--- config.mk ---
export PLATFORM = sky130hd
export DESIGN_NAME = pulse_transmitter
export DESIGN_NICKNAME = d
export VERILOG_FILES = /design/src/hdl/pulse_tx_pkg.sv /design/src/hdl/pulse_transmitter.sv /design/src/hdl/pulse_output_stage.sv /design/src/hdl/symbol_timer.sv /design/src/hdl/pulse_sequencer.sv /design/src/hdl/pulse_tx_regs.sv
export SDC_FILE = /design/constraint.sdc
export NUM_CORES = 1
export LEC_CHECK = 0
export ABC_AREA = 0
export ABC_CLOCK_PERIOD_IN_PS = 4550
export BUFFER_PORTS_ARGS = -buffer_cell sky130_fd_sc_hd__buf_2
export CAP_MARGIN = 20
export CORE_MARGIN = 1
export CORE_UTILIZATION = 23
export CTS_CLUSTER_SIZE = 10
export DETAILED_ROUTE_END_ITERATION = 7
export SLEW_MARGIN = 20
export SYNTH_ARGS = -nofsm -noshare
export SYNTH_HDL_FRONTEND = slang
export SYNTH_SLANG_ARGS = --single-unit
--- constraint.sdc ---
create_clock -name clk -period 4.55 [get_ports clk]
set_input_delay 0.2275 -clock clk [delete_from_list [all_inputs] [get_ports clk]]
set_output_delay 0.2275 -clock clk [all_outputs]
set_load 0.02 [all_outputs]
--- src/hdl/pulse_tx_pkg.sv ---
// Widths, register map, vector typedefs and packed structs for the pulse transmitter
package pulse_tx_pkg;

    // ----------------------------------------
    // Sizes
    // ----------------------------------------
    localparam int PROG_WORDS        = 8;
    localparam int PROG_ADDR_BITS    = 3;
    // Prescaler counter covers 2^15 cycles per duration tick
    localparam int PRESCALE_CNT_BITS = 15;

    // Register indices, taken from address bits [4:2]
    localparam logic [2:0] REG_CTRL     = 3'd0;
    localparam logic [2:0] REG_PROG     = 3'd1;
    localparam logic [2:0] REG_DUR      = 3'd2;
    localparam logic [2:0] REG_PRESCALE = 3'd3;
    localparam logic [2:0] REG_CARRIER  = 3'd4;

    // Control register command bits
    localparam int STATUS_START_BIT = 4;
    localparam int STATUS_STOP_BIT  = 5;

    // Interrupt flag positions
    localparam int IRQ_SYMBOL = 0;
    localparam int IRQ_LOOP   = 1;
    localparam int IRQ_END    = 2;

    // ----------------------------------------
    // Types
    // ----------------------------------------
    typedef logic [7:0]  pc_t;
    typedef logic [7:0]  loop_cnt_t;
    typedef logic [7:0]  duration_t;
    typedef logic [3:0]  prescale_t;
    typedef logic [10:0] carrier_t;
    // High bit is the line level, low bit picks the duration
    typedef logic [1:0]  symbol_t;
    typedef logic [2:0]  irq_t;

    typedef struct packed {
        logic [5:0]  addr;
        logic [31:0] wdata;
        logic        write;
    } bus_req_t;

    typedef struct packed {
        irq_t      irq_mask;
        logic      loop_forever;
        logic      idle_level;
        logic      invert;
        logic      carrier_en;
        logic      two_bit_mode;
        // Expansion codes for one-bit mode
        symbol_t   low_sym0;
        symbol_t   low_sym1;
        symbol_t   high_sym0;
        symbol_t   high_sym1;
        pc_t       start_idx;
        pc_t       end_idx;
        pc_t       loopback_idx;
        loop_cnt_t loop_count;
        duration_t dur_low_a;
        duration_t dur_low_b;
        duration_t dur_high_a;
        duration_t dur_high_b;
        prescale_t prescale;
        carrier_t  carrier_half;
    } pulse_cfg_t;

    typedef struct packed {
        pc_t       pc;
        loop_cnt_t loop_cnt;
    } seq_status_t;

endpackage
--- src/hdl/pulse_transmitter.sv ---
// Pulse transmitter top level joining registers, sequencer, timer and output stage
`timescale 1ns/1ps

module pulse_transmitter (
    input  logic                   clk,
    input  logic                   rst_n,
    input  pulse_tx_pkg::bus_req_t bus,
    output logic [31:0]            read_data,
    output logic                   irq,
    output logic                   tx_out,
    output logic                   carrier_out,
    output logic                   active
);
    import pulse_tx_pkg::*;

    pulse_cfg_t  cfg;
    seq_status_t status;
    logic        running;
    logic [31:0] prog_word;
    logic [2:0]  word_index;
    irq_t        seq_events;
    irq_t        irq_events;
    duration_t   duration;
    prescale_t   prescale;
    logic        level;
    logic        end_of_program;
    logic        request;
    logic        symbol_done;
    logic        timer_enable;
    logic        boundary;
    logic        finished;

    // Loop and end events from the sequencer, symbol event per boundary
    assign irq_events = {seq_events[IRQ_END], seq_events[IRQ_LOOP], boundary};

    pulse_tx_regs u_regs (
        .clk        (clk),
        .rst_n      (rst_n),
        .bus        (bus),
        .word_index (word_index),
        .events     (irq_events),
        .finished   (finished),
        .status     (status),
        .cfg        (cfg),
        .running    (running),
        .prog_word  (prog_word),
        .read_data  (read_data),
        .irq        (irq)
    );

    pulse_sequencer u_sequencer (
        .clk            (clk),
        .rst_n          (rst_n),
        .cfg            (cfg),
        .running        (running),
        .prog_word      (prog_word),
        .request        (request),
        .word_index     (word_index),
        .duration       (duration),
        .prescale       (prescale),
        .level          (level),
        .events         (seq_events),
        .end_of_program (end_of_program),
        .status         (status)
    );

    symbol_timer u_timer (
        .clk         (clk),
        .rst_n       (rst_n),
        .enable      (timer_enable),
        .duration    (duration),
        .prescale    (prescale),
        .request     (request),
        .symbol_done (symbol_done)
    );

    pulse_output_stage u_output (
        .clk            (clk),
        .rst_n          (rst_n),
        .cfg            (cfg),
        .running        (running),
        .level          (level),
        .symbol_done    (symbol_done),
        .end_of_program (end_of_program),
        .timer_enable   (timer_enable),
        .boundary       (boundary),
        .finished       (finished),
        .tx_out         (tx_out),
        .carrier_out    (carrier_out),
        .active         (active)
    );

endmodule

--- src/hdl/pulse_output_stage.sv ---
// Start window, saved line level, carrier generator, idle level and inversion
`timescale 1ns/1ps

module pulse_output_stage (
    input  logic                     clk,
    input  logic                     rst_n,
    input  pulse_tx_pkg::pulse_cfg_t cfg,
    input  logic                     running,
    input  logic                     level,
    input  logic                     symbol_done,
    input  logic                     end_of_program,
    output logic                     timer_enable,
    output logic                     boundary,
    output logic                     finished,
    output logic                     tx_out,
    output logic                     carrier_out,
    output logic                     active
);
    import pulse_tx_pkg::*;

    logic     running_q;
    logic     start_pulse;
    logic     start_d1;
    logic     start_d2;
    logic     saved_level;
    carrier_t car_cnt;
    logic     car_q;
    logic     modulated;

    // ----------------------------------------
    // Start window
    // ----------------------------------------
    assign start_pulse = running && !running_q;

    always_ff @(posedge clk) begin
        if (!rst_n) begin
            running_q <= 1'b0;
            start_d1  <= 1'b0;
            start_d2  <= 1'b0;
        end else begin
            running_q <= running;
            start_d1  <= start_pulse;
            start_d2  <= start_d1;
        end
    end

    // Line is live once the first code has been fetched and saved
    assign active       = running && !start_pulse && !start_d1 && !start_d2;
    assign timer_enable = active;

    // First level loads on start_d1, the rest on each symbol end
    assign boundary = start_d1 || symbol_done;
    assign finished = boundary && end_of_program;

    always_ff @(posedge clk) begin
        if (!rst_n || !running) begin
            saved_level <= 1'b0;
        end else if (boundary) begin
            saved_level <= level;
        end
    end

    // ----------------------------------------
    // Carrier
    // ----------------------------------------
    // Toggles every carrier_half + 1 cycles, starting low
    always_ff @(posedge clk) begin
        if (!rst_n || !active) begin
            car_cnt <= '0;
            car_q   <= 1'b0;
        end else if (car_cnt == cfg.carrier_half) begin
            car_cnt <= '0;
            car_q   <= !car_q;
        end else begin
            car_cnt <= car_cnt + 1'b1;
        end
    end

    assign carrier_out = car_q && active;

    // Gate with carrier, idle when inactive, then optional inversion
    assign modulated = cfg.carrier_en ? (saved_level && car_q) : saved_level;
    assign tx_out    = (active ? modulated : cfg.idle_level) ^ cfg.invert;

endmodule

--- src/hdl/symbol_timer.sv ---
// Prescaled countdown timer for symbol lengths, with early request
`timescale 1ns/1ps

module symbol_timer (
    input  logic                    clk,
    input  logic                    rst_n,
    input  logic                    enable,
    input  pulse_tx_pkg::duration_t duration,
    input  pulse_tx_pkg::prescale_t prescale,
    output logic                    request,
    output logic                    symbol_done
);
    import pulse_tx_pkg::*;

    logic [PRESCALE_CNT_BITS-1:0] pre_cnt;
    logic [PRESCALE_CNT_BITS-1:0] pre_max;
    duration_t                    dur_cnt;
    // Loaded symbol has zero duration
    logic                         single;
    logic                         pre_last;

    // 2^prescale cycles per duration tick
    assign pre_max  = (PRESCALE_CNT_BITS'(1) << prescale) - PRESCALE_CNT_BITS'(1);
    assign pre_last = (pre_cnt == pre_max);

    assign symbol_done = enable && pre_last && (dur_cnt == '0);

    // Request one cycle ahead so the next code is decoded at symbol_done
    always_comb begin
        if (pre_max == '0) begin
            request = enable && ((dur_cnt == 8'd1) || single);
        end else begin
            request = enable && (dur_cnt == '0) && (pre_cnt == pre_max - 1'b1);
        end
    end

    always_ff @(posedge clk) begin
        if (!rst_n) begin
            pre_cnt <= '0;
            dur_cnt <= '0;
            single  <= 1'b0;
        end else if (!enable || symbol_done) begin
            // Reload from the code now on the sequencer output
            pre_cnt <= '0;
            dur_cnt <= duration;
            single  <= (duration == '0);
        end else if (pre_last) begin
            pre_cnt <= '0;
            dur_cnt <= dur_cnt - 8'd1;
        end else begin
            pre_cnt <= pre_cnt + 1'b1;
        end
    end

endmodule

--- src/hdl/pulse_sequencer.sv ---
// Program counter, loop counter, end-of-program tracking and symbol decode
`timescale 1ns/1ps

module pulse_sequencer (
    input  logic                      clk,
    input  logic                      rst_n,
    input  pulse_tx_pkg::pulse_cfg_t  cfg,
    input  logic                      running,
    input  logic [31:0]               prog_word,
    input  logic                      request,
    output logic [2:0]                word_index,
    output pulse_tx_pkg::duration_t   duration,
    output pulse_tx_pkg::prescale_t   prescale,
    output logic                      level,
    output pulse_tx_pkg::irq_t        events,
    output logic                      end_of_program,
    output pulse_tx_pkg::seq_status_t status
);
    import pulse_tx_pkg::*;

    pc_t       pc;
    loop_cnt_t loop_cnt;
    // Second code of an element in one-bit mode
    logic      half;
    logic      advance;
    logic      at_end;
    logic      do_step;
    logic      do_loop;
    logic      do_end;
    symbol_t   raw_code;
    symbol_t   code;

    // ----------------------------------------
    // Program counter
    // ----------------------------------------
    // One-bit mode moves on only after both codes of an element
    assign advance = request && (cfg.two_bit_mode || half);
    assign at_end  = (pc == cfg.end_idx);
    assign do_step = advance && !at_end;
    assign do_loop = advance && at_end && (cfg.loop_forever || loop_cnt != '0);
    assign do_end  = advance && at_end && !(cfg.loop_forever || loop_cnt != '0);

    always_ff @(posedge clk) begin
        if (!rst_n) begin
            pc             <= '0;
            loop_cnt       <= '0;
            half           <= 1'b0;
            end_of_program <= 1'b0;
        end else if (!running) begin
            // Parked at the start of the program
            pc             <= cfg.start_idx;
            loop_cnt       <= cfg.loop_count;
            half           <= 1'b0;
            end_of_program <= 1'b0;
        end else begin
            if (request) begin
                half <= !half;
            end
            if (do_step) begin
                pc <= cfg.two_bit_mode ? pc + 8'd2 : pc + 8'd1;
            end
            if (do_loop) begin
                pc       <= cfg.loopback_idx;
                loop_cnt <= loop_cnt - 8'd1;
            end
            // Last code is already decoded, flush it before stopping
            if (do_end) begin
                end_of_program <= 1'b1;
            end
        end
    end

    // ----------------------------------------
    // Symbol decode
    // ----------------------------------------
    // PC is a bit index into 32-bit words, so pc[7:5] picks the word
    assign word_index = pc[7 -: PROG_ADDR_BITS];
    assign raw_code   = prog_word[{pc[4:1], 1'b0} +: 2];

    always_comb begin
        if (cfg.two_bit_mode) begin
            code = raw_code;
        end else if (prog_word[pc[4:0]]) begin
            code = half ? cfg.high_sym1 : cfg.high_sym0;
        end else begin
            code = half ? cfg.low_sym1 : cfg.low_sym0;
        end

        case (code)
            2'd0:    duration = cfg.dur_low_a;
            2'd1:    duration = cfg.dur_low_b;
            2'd2:    duration = cfg.dur_high_a;
            default: duration = cfg.dur_high_b;
        endcase
    end

    assign level    = code[1];
    assign prescale = cfg.prescale;

    // Symbol event comes from the output stage boundary
    always_comb begin
        events             = '0;
        events[IRQ_SYMBOL] = 1'b0;
        events[IRQ_LOOP]   = do_loop;
        events[IRQ_END]    = do_end;
    end

    assign status = '{pc: pc, loop_cnt: loop_cnt};

endmodule

--- src/hdl/pulse_tx_regs.sv ---
// Register file, program memory, run control and sticky interrupt flags
`timescale 1ns/1ps

module pulse_tx_regs (
    input  logic                      clk,
    input  logic                      rst_n,
    input  pulse_tx_pkg::bus_req_t    bus,
    input  logic [2:0]                word_index,
    input  pulse_tx_pkg::irq_t        events,
    input  logic                      finished,
    input  pulse_tx_pkg::seq_status_t status,
    output pulse_tx_pkg::pulse_cfg_t  cfg,
    output logic                      running,
    output logic [31:0]               prog_word,
    output logic [31:0]               read_data,
    output logic                      irq
);
    import pulse_tx_pkg::*;

    logic [31:0] prog_mem [PROG_WORDS];
    irq_t        flags;
    irq_t        flag_set;
    irq_t        flag_clr;
    logic [2:0]  reg_sel;
    logic        reg_write;
    logic        ctrl_write;

    // ----------------------------------------
    // Write decode
    // ----------------------------------------
    // Bit 5 of the address splits registers from program memory
    assign reg_sel    = bus.addr[4:2];
    assign reg_write  = bus.write && !bus.addr[5];
    assign ctrl_write = reg_write && (reg_sel == REG_CTRL);

    // Only enabled events reach the sticky flags
    assign flag_set = events & cfg.irq_mask;
    assign flag_clr = ctrl_write ? bus.wdata[2:0] : '0;

    always_ff @(posedge clk) begin
        if (!rst_n) begin
            cfg     <= '0;
            flags   <= '0;
            running <= 1'b0;
        end else begin
            // Write 1 clears, a new event in the same cycle still sets
            flags <= (flags & ~flag_clr) | flag_set;

            // Stop first, then start, then end of program
            if (ctrl_write && bus.wdata[STATUS_STOP_BIT]) begin
                running <= 1'b0;
            end else if (ctrl_write && bus.wdata[STATUS_START_BIT]) begin
                running <= 1'b1;
            end else if (finished) begin
                running <= 1'b0;
            end

            if (reg_write) begin
                case (reg_sel)
                    REG_CTRL: begin
                        cfg.irq_mask     <= bus.wdata[10:8];
                        cfg.loop_forever <= bus.wdata[12];
                        cfg.idle_level   <= bus.wdata[13];
                        cfg.invert       <= bus.wdata[14];
                        cfg.carrier_en   <= bus.wdata[15];
                        cfg.two_bit_mode <= bus.wdata[17];
                        cfg.low_sym0     <= bus.wdata[19:18];
                        cfg.low_sym1     <= bus.wdata[21:20];
                        cfg.high_sym0    <= bus.wdata[23:22];
                        cfg.high_sym1    <= bus.wdata[25:24];
                    end
                    REG_PROG: begin
                        cfg.start_idx    <= bus.wdata[7:0];
                        cfg.end_idx      <= bus.wdata[15:8];
                        cfg.loopback_idx <= bus.wdata[23:16];
                        cfg.loop_count   <= bus.wdata[31:24];
                    end
                    REG_DUR: begin
                        cfg.dur_low_a  <= bus.wdata[7:0];
                        cfg.dur_low_b  <= bus.wdata[15:8];
                        cfg.dur_high_a <= bus.wdata[23:16];
                        cfg.dur_high_b <= bus.wdata[31:24];
                    end
                    // Prescaler stays in the top nibble
                    REG_PRESCALE: cfg.prescale <= bus.wdata[31:28];
                    REG_CARRIER:  cfg.carrier_half <= bus.wdata[10:0];
                    default: begin
                    end
                endcase
            end
        end
    end

    // ----------------------------------------
    // Program memory
    // ----------------------------------------
    // Word address in bits [4:2], writes are 32 bits wide
    always_ff @(posedge clk) begin
        if (bus.write && bus.addr[5]) begin
            prog_mem[bus.addr[PROG_ADDR_BITS+1:2]] <= bus.wdata;
        end
    end

    assign prog_word = prog_mem[word_index];

    // Read data ignores the address
    assign read_data = {8'd0, status.loop_cnt, status.pc, 3'd0, running, 1'b0, flags};
    assign irq       = |flags;

endmodule

# After elaboration in Yosys (flattened, before gate mapping)
# Memories as Yosys holds them, arrays and structs flattened. A register that Yosys moved wholly into a read port is not among the register bits.
# Cells that the tools add are included.
dict set report totals {
  regBits 157
  ram_bits 256
  inputBits 41
  out_inout_bits 36
  word_cells 150
  n_memories 1
}
dict set report op_classes {
  addsub 8
  n_lt_le_gt_ge 1
  eq_ne 13
  n_shift 2
  muxes 25
  bitwise_logic 6
  n_reduce_logical 59
}
# name depth word_bits read_ports rd_ports_with_merged_regs wr line_no
set mem_list {}
lappend mem_list {u_regs.prog_mem 8 32 1 1 1 pulse_tx_regs.sv:20} ;# logic [31:0] prog_mem [PROG_WORDS];
# operator count
set ops {}
lappend ops {{8-bit 2-to-1 mux} 8}
lappend ops {{32-bit by 6-bit indexed part select with 2-bit output} 1}
lappend ops {{15-bit equality test} 2}
lappend ops {{8-bit one-hot mux with 3 select lines} 1}
lappend ops {{1-bit logical AND} 22}
lappend ops {{8-bit logical NOT} 2}
lappend ops {{8-bit by 1-bit subtractor with 8-bit output, second input constant} 2}
lappend ops {{15-bit by 1-bit adder with 15-bit output, second input constant} 1}
lappend ops {{15-bit logical NOT} 1}
lappend ops {{1-bit by 4-bit << shifter with 15-bit output, first input constant} 1}
lappend ops {{15-bit by 1-bit subtractor with 15-bit output, second input constant} 1}
lappend ops {{15-bit by 2-bit subtractor with 15-bit output, second input constant} 1}
lappend ops {{1-bit logical NOT} 12}
lappend ops {{2-bit AND reduction} 6}
lappend ops {{11-bit by 1-bit adder with 11-bit output, second input constant} 1}
lappend ops {{11-bit equality test} 1}
lappend ops {{3-bit 2-to-1 mux} 3}
lappend ops {{8-bit by 1-bit adder with 8-bit output, second input constant} 1}
lappend ops {{8-bit by 2-bit adder with 8-bit output, second input constant} 1}
lappend ops {{8-bit by 1-bit equality test with 1-bit output, second input constant} 1}
lappend ops {{8-bit equality test} 1}
lappend ops {{1-bit 2-to-1 mux} 8}
lappend ops {{2-bit 2-to-1 mux} 4}
lappend ops {{8-bit nonzero test} 1}
lappend ops {{20 further kinds} 31}

# Logic depth before layout (Yosys ltp)
dict set report depth {
  ltp_word 16
  mapped_depth 21
  depth_no_buf 17
}

# Cells and area by module
# From an unflattened synthesis, not the netlist that was laid out.
dict set report hier_totals {
  hier_cells 1424
  area_unflattened_um2 19128.3
}
# module n_inst cells_per_inst area_per_inst_um2 seq_area_each_um2
set modules_own_cells {}
lappend modules_own_cells {pulse_tx_regs 1 781 13777.0 9669.3}
lappend modules_own_cells {pulse_sequencer 1 274 2342.2 360.3}
lappend modules_own_cells {symbol_timer 1 278 2134.5 480.5}
lappend modules_own_cells {pulse_output_stage 1 91 874.6 320.3}

# Worst setup path before layout
# OpenSTA, ideal clock, no wires.
dict set report synth_timing {
  kind {reg2reg}
  from {reg, netlist name u_regs.cfg[14]}
  to {reg u_sequencer.loop_cnt[5]}
  setup_time_ps 132
  arrival_ps 4107
  setup_slack_ps 311
  path_stages_with_launch 19
  path_buffers 3
  period_less_slack_ps 4239
  path_cell_list {dfxtp_1 -> buf_2 -> or2_1 -> or3_1 -> ha_1 -> clkbuf_1 -> nand3b_2 -> ha_1 -> xnor2_1 -> o21ai_0 -> nor4b_1 -> o2111ai_1 -> o31ai_2 -> o221ai_2 -> or3_1 -> buf_2 -> or4_1 -> nand3_1 -> a21oi_1}
}
dict set report synth_between {
  elab_chain_cells 10
  elab_cells_between_ends 11
  cone_classes {add/sub (2); eq/ne (2); shift (1); mux (1); reduce/logical (5)}
}
# element line_no
set synth_lines {}
lappend synth_lines {{1-bit by 4-bit << shifter with 15-bit output *} symbol_timer.sv:23} ;# assign pre_max = (PRESCALE_CNT_BITS'(1) << prescale) - PRESCALE_CNT_BITS'(1);
lappend synth_lines {{15-bit by 2-bit subtractor with 15-bit output *} symbol_timer.sv:23}
lappend synth_lines {{15-bit by 1-bit subtractor with 15-bit output} symbol_timer.sv:33} ;# request = enable && (dur_cnt == '0) && (pre_cnt == pre_max - 1'b1);
lappend synth_lines {{15-bit equality test} symbol_timer.sv:33}
lappend synth_lines {{1-bit logical AND} symbol_timer.sv:33}
lappend synth_lines {{1-bit 2-to-1 mux *} symbol_timer.sv:30} ;# if (pre_max == '0) begin
lappend synth_lines {{1-bit logical AND *} pulse_sequencer.sv:37} ;# assign advance = request && (cfg.two_bit_mode || half);
lappend synth_lines {{1-bit logical AND * (2 in series)} pulse_sequencer.sv:40} ;# assign do_loop = advance && at_end && (cfg.loop_forever || loop_cnt != '0);
lappend synth_lines {{2-bit by 1-bit inequality test with 1-bit output (no line) *} --}
lappend synth_lines {{to (signal assigned)} pulse_sequencer.sv:52} ;# loop_cnt <= cfg.loop_count;
lappend synth_lines {{to (signal assigned)} pulse_sequencer.sv:64} ;# loop_cnt <= loop_cnt - 8'd1;
lappend synth_lines {{to (decl)} pulse_sequencer.sv:22} ;# loop_cnt_t loop_cnt;
# Mark *: on every way between the ends. The rest lies on a longest branch, timed or not.
# A chain may end at the register's enable or synchronous reset.

# Worst setup path after layout
dict set report layout_timing {
  from {reg, netlist name u_regs.cfg[11]}
  to {reg u_sequencer.pc[0]}
}
dict set report layout_between {
  elab_chain_cells 11
  elab_cells_between_ends 14
  cone_classes {add/sub (2); eq/ne (2); shift (1); mux (3); reduce/logical (6)}
}
# element line_no
set layout_lines {}
lappend layout_lines {{1-bit by 4-bit << shifter with 15-bit output *} symbol_timer.sv:23}
lappend layout_lines {{15-bit by 2-bit subtractor with 15-bit output *} symbol_timer.sv:23}
lappend layout_lines {{15-bit by 1-bit subtractor with 15-bit output} symbol_timer.sv:33}
lappend layout_lines {{15-bit equality test} symbol_timer.sv:33}
lappend layout_lines {{1-bit logical AND} symbol_timer.sv:33}
lappend layout_lines {{1-bit 2-to-1 mux *} symbol_timer.sv:30}
lappend layout_lines {{1-bit logical AND *} pulse_sequencer.sv:37}
lappend layout_lines {{1-bit logical AND (2 in series)} pulse_sequencer.sv:40}
lappend layout_lines {{8-bit 2-to-1 mux} pulse_sequencer.sv:62} ;# if (do_loop) begin
lappend layout_lines {{8-bit 2-to-1 mux} pulse_sequencer.sv:49} ;# end else if (!running) begin
lappend layout_lines {{to (signal assigned)} pulse_sequencer.sv:51} ;# pc <= cfg.start_idx;
lappend layout_lines {{to (signal assigned)} pulse_sequencer.sv:60} ;# pc <= cfg.two_bit_mode ? pc + 8'd2 : pc + 8'd1;
lappend layout_lines {{to (signal assigned)} pulse_sequencer.sv:63} ;# pc <= cfg.loopback_idx;
lappend layout_lines {{to (decl)} pulse_sequencer.sv:21} ;# pc_t pc;
# Marks and branches as above.

==> flow_summary.toml <==
[outcome]
outcome = "finished clean"

[yosys]
ys_seq_area_frac = 0.5981
synth_common_cells = "edfxtp_1 (256), nand2_1 (205), dfxtp_1 (160)"
synth.most_common_cell = "edfxtp_1"
ys_warn_count = 0
avgSynthCellArea_um2 = 12.04
synth_edf_count = 256
synth_cell_type_count = 77
ys.flop_type = "edfxtp_1"
yosys.area.top_type = "edfxtp_1"
synth_area_leaders = "edfxtp_1 (42%), dfxtp_1 (18%), mux4_2 (4.5%)"
ys_ff_latch = 416
post_synth_inst_count = 1512
async_flop_share = 0
netlist.area_leader.share = 0.4222
syn_area_um2 = 18210

[timing]
setup_viol = 0
hold_violations = 0
rsz0062_at_grt = "no"
relSlewSlack = 0.4574
max_freq_mhz = 236.5
slew_viol_final = 0
finalSetupTns_ns = 0
worst_pin_slew_ns = 0.8034
min_period_ns = 4.229
fin_skew_ns = 0.01285
post-route-period-util = 0.9294

[pwr]
p_comb_frac = 0.049
p_switching_uw = 1748
intPower_uw = 6153
ir_drop_v = 0.0002611
power_frac_seq = 0.518
power_per_cell_area_nw_per_um2 = 374.5
leakage_uw = 0.006791
clkPwrFrac = 0.433
sw_frac_of_total = 0.2212

[routing]
vias_per_cell = 4.567
wl_per_cell_um = 18.18
vias = 12070
ant_nets = 0
dr.pass1.iters = 6
wirelength_mm = 48.06
drc = 0
drt_iter0_drc = 1108

[setup_path]
crit_required_ns = 5.05
rrSetupSlack_ns = 0.32
worstRegToRegCells = 17
crit_type = "reg2reg"
worst_setup_path_end_kind = "register"
arrival_ns = 4.73
rr_endpoint = "u_sequencer.pc[0]$_SDFFE_PN0P_"
cpPeakStageDelay_ns = 0.39
critical_path.cell_chain = "or2_1, or3_1, ha_1, nand3b_2, inv_1, ha_1, or3_1, a222oi_1, o2111ai_1, o31ai_2, o221ai_2, or3_4, buf_4, mux2i_1, a221oi_1, a31oi_1, nor2_1"
crit_path_start_kind = "register"
r2r-start = "u_regs.cfg[11]$_SDFFE_PN0P_"
cp_max_fo = 6
cp_slowest_cell = "or3_4"

[die]
dieArea_um2 = 80300
start_util = 0.2339
rows = 102
die_h_um = 283.4
io_pins = 77
die_w_um = 283.4
core_area_um2 = 77850

[clocking]
cts_max_level = 2
clkTransAtPathRegs_ns = 0.06
cts-root-buf = "clkbuf_16"
cts_buffer_depth = 3
clock_sinks = 416
clock_latency_ns = 0.57
cts_tree = "done"
holdBufCountCts = 0
cts_buffers = 47

[run]
cap_viol_max_count = 0

[placement]
numPortBuffers = 62
routabilityCongestion = 0.8571
placed_cell_area_um2 = 19710
dp_hpwl_mm = 32.47

[finish]
antenna_cells = 0
area_growth_syn_to_layout_pct = 15.86
fin_area_um2 = 21100
nets = 1625
drive_above_1_share = 0.1496

[min_path]
hp-class = "in2reg"
worstHoldEndpoint = "u_regs.cfg[41]$_SDFFE_PN0P_"
min_path_cells = 3
hp-start = "bus[3]"

[global_route]
overflow = 0
grt_max_degree = 73
grt_pass1_vias = 11980
grt_pass1_wl_mm = 72.79
grt_use_total = 0.1168
antenna_found_initial = 1
worst max path at each step:
stage,startpoint,slack (ns),end
2_1_floorplan,u_regs.cfg[14]$_SDFFE_PN0P_,0.31,u_sequencer.loop_cnt[5]$_SDFFE_PN0P_
3_3_place_gp,u_regs.cfg[11]$_SDFFE_PN0P_,0.31,u_sequencer.pc[0]$_SDFFE_PN0P_
3_5_place_dp,register,0.26,u_timer.single$_SDFFE_PN0N_
4_1_cts,register,0.24,u_timer.single$_SDFFE_PN0N_
5_1_grt,u_regs.cfg[11]$_SDFFE_PN0P_,0.009,register
6_report,u_regs.cfg[11]$_SDFFE_PN0P_,0.32,u_sequencer.pc[0]$_SDFFE_PN0P_
registers in the layout, indices dropped and copies added, names as in the netlist, named ones only:
register / count
u_sequencer.loop_cnt: 8
u_timer.dur_cnt: 8
u_output.car_cnt: 11
u_timer.single: 1
u_output.saved_level: 1
u_regs.prog_mem: 256
u_regs.flags: 3
u_timer.pre_cnt: 15
u_regs.cfg: 95
u_output.start_d2: 1
u_sequencer.end_of_program: 1
u_output.start_d1: 1
u_output.running_q: 1
u_output.car_q: 1
u_regs.running: 1
u_sequencer.half: 1
u_sequencer.pc: 8
through the flow:
step / util / cells / hold slack, ns / setup WS, ns / power, uW
3_5_place_dp: 0.2532 / 2563 / 0.4044 / 0.2626 / 4554
6_report: 0.2710 / 2644 / 0.01595 / 0.3212 / 7901
2_1_floorplan: - / 1523 / 0.3264 / 0.3113 / 4401
3_3_place_gp: 0.2532 / 2563 / 0.4042 / 0.3071 / 4540
5_1_grt: 0.2710 / 2644 / 0.02164 / 0.009358 / 8163
4_1_cts: 0.2707 / 2643 / 0.003532 / 0.2351 / 7972
critical path: cells and delay by family, from the launching register on:
| family | cells | cell delay [ns] |
|---|---|---|
| flip-flops | 1 | 0.31 |
| AO/OA/AOI/OAI | 6 | 1.27 |
| adder cells (fa/ha/maj) | 2 | 0.60 |
| multiplexers | 1 | 0.11 |
| buffers and inverters | 2 | 0.24 |
| AND/OR/NAND/NOR | 6 | 1.65 |
power by group through the flow:
stage	clock network (uW)	registers [uW]	logic (uW)
6_report	3420	4090	387
5_1_grt	3650	4100	419
4_1_cts	3500	4090	386
3_5_place_dp	0	4170	384
3_3_place_gp	0	4170	373
2_1_floorplan	0	4160	239
final cells by class:
type | instances | area, um^2
clock buffer | 78 | 1314
clock inverter | 2 | 50.05
fill | 8017 | 56750
inverter | 22 | 83.83
multi-input combinational | 979 | 6765
sequential | 416 | 10900
tap | 1040 | 1301
timing repair buffer | 107 | 685.7
layer usage:
metal | up-vias | global-route usage | share of wire | routed length [um]
met5 | - | 0 | 0 | 0
met4 | 0 | 0.03081 | 0.020 | 967
met3 | 57 | 0.02243 | 0.061 | 2940
met2 | 344 | 0.1977 | 0.48 | 23260
met1 | 6016 | 0.1518 | 0.43 | 20900
li1 | 5657 | - | - | -
layout by cell type (no fill, tap or decap), types with 37 or more instances in the layout:
master / synthesis / final
edfxtp_1: 256 / 256
nand2_1: 205 / 205
dfxtp_1: 160 / 157
a21oi_1: 130 / 130
nor2_1: 104 / 97
mux2i_1: 77 / 77
buf_2: 9 / 62
clkbuf_16: 0 / 48
buf_4: 21 / 42
nand3_1: 41 / 41
xnor2_1: 37 / 37
cell families (layout without fill, tap and decap cells):
logic type,Yosys count,in the layout,share of synthesized area
AND/OR/NAND/NOR,482,482,0.1210
adder cells (fa/ha/maj),11,11,0.007558
AO/OA/AOI/OAI,269,269,0.09283
flip-flops,416,416,0.5981
buffers and inverters,128,209,0.03738
XOR/XNOR,66,66,0.03175
other,1,12,0.0002059
multiplexers,139,139,0.1112
timing repair:
action / CTS / global route
buffers inserted: 0 / 1
setup endpoints to repair: 0 / 13
gates resized for setup: 0 / 3
(Power assumes the default switching activity.)
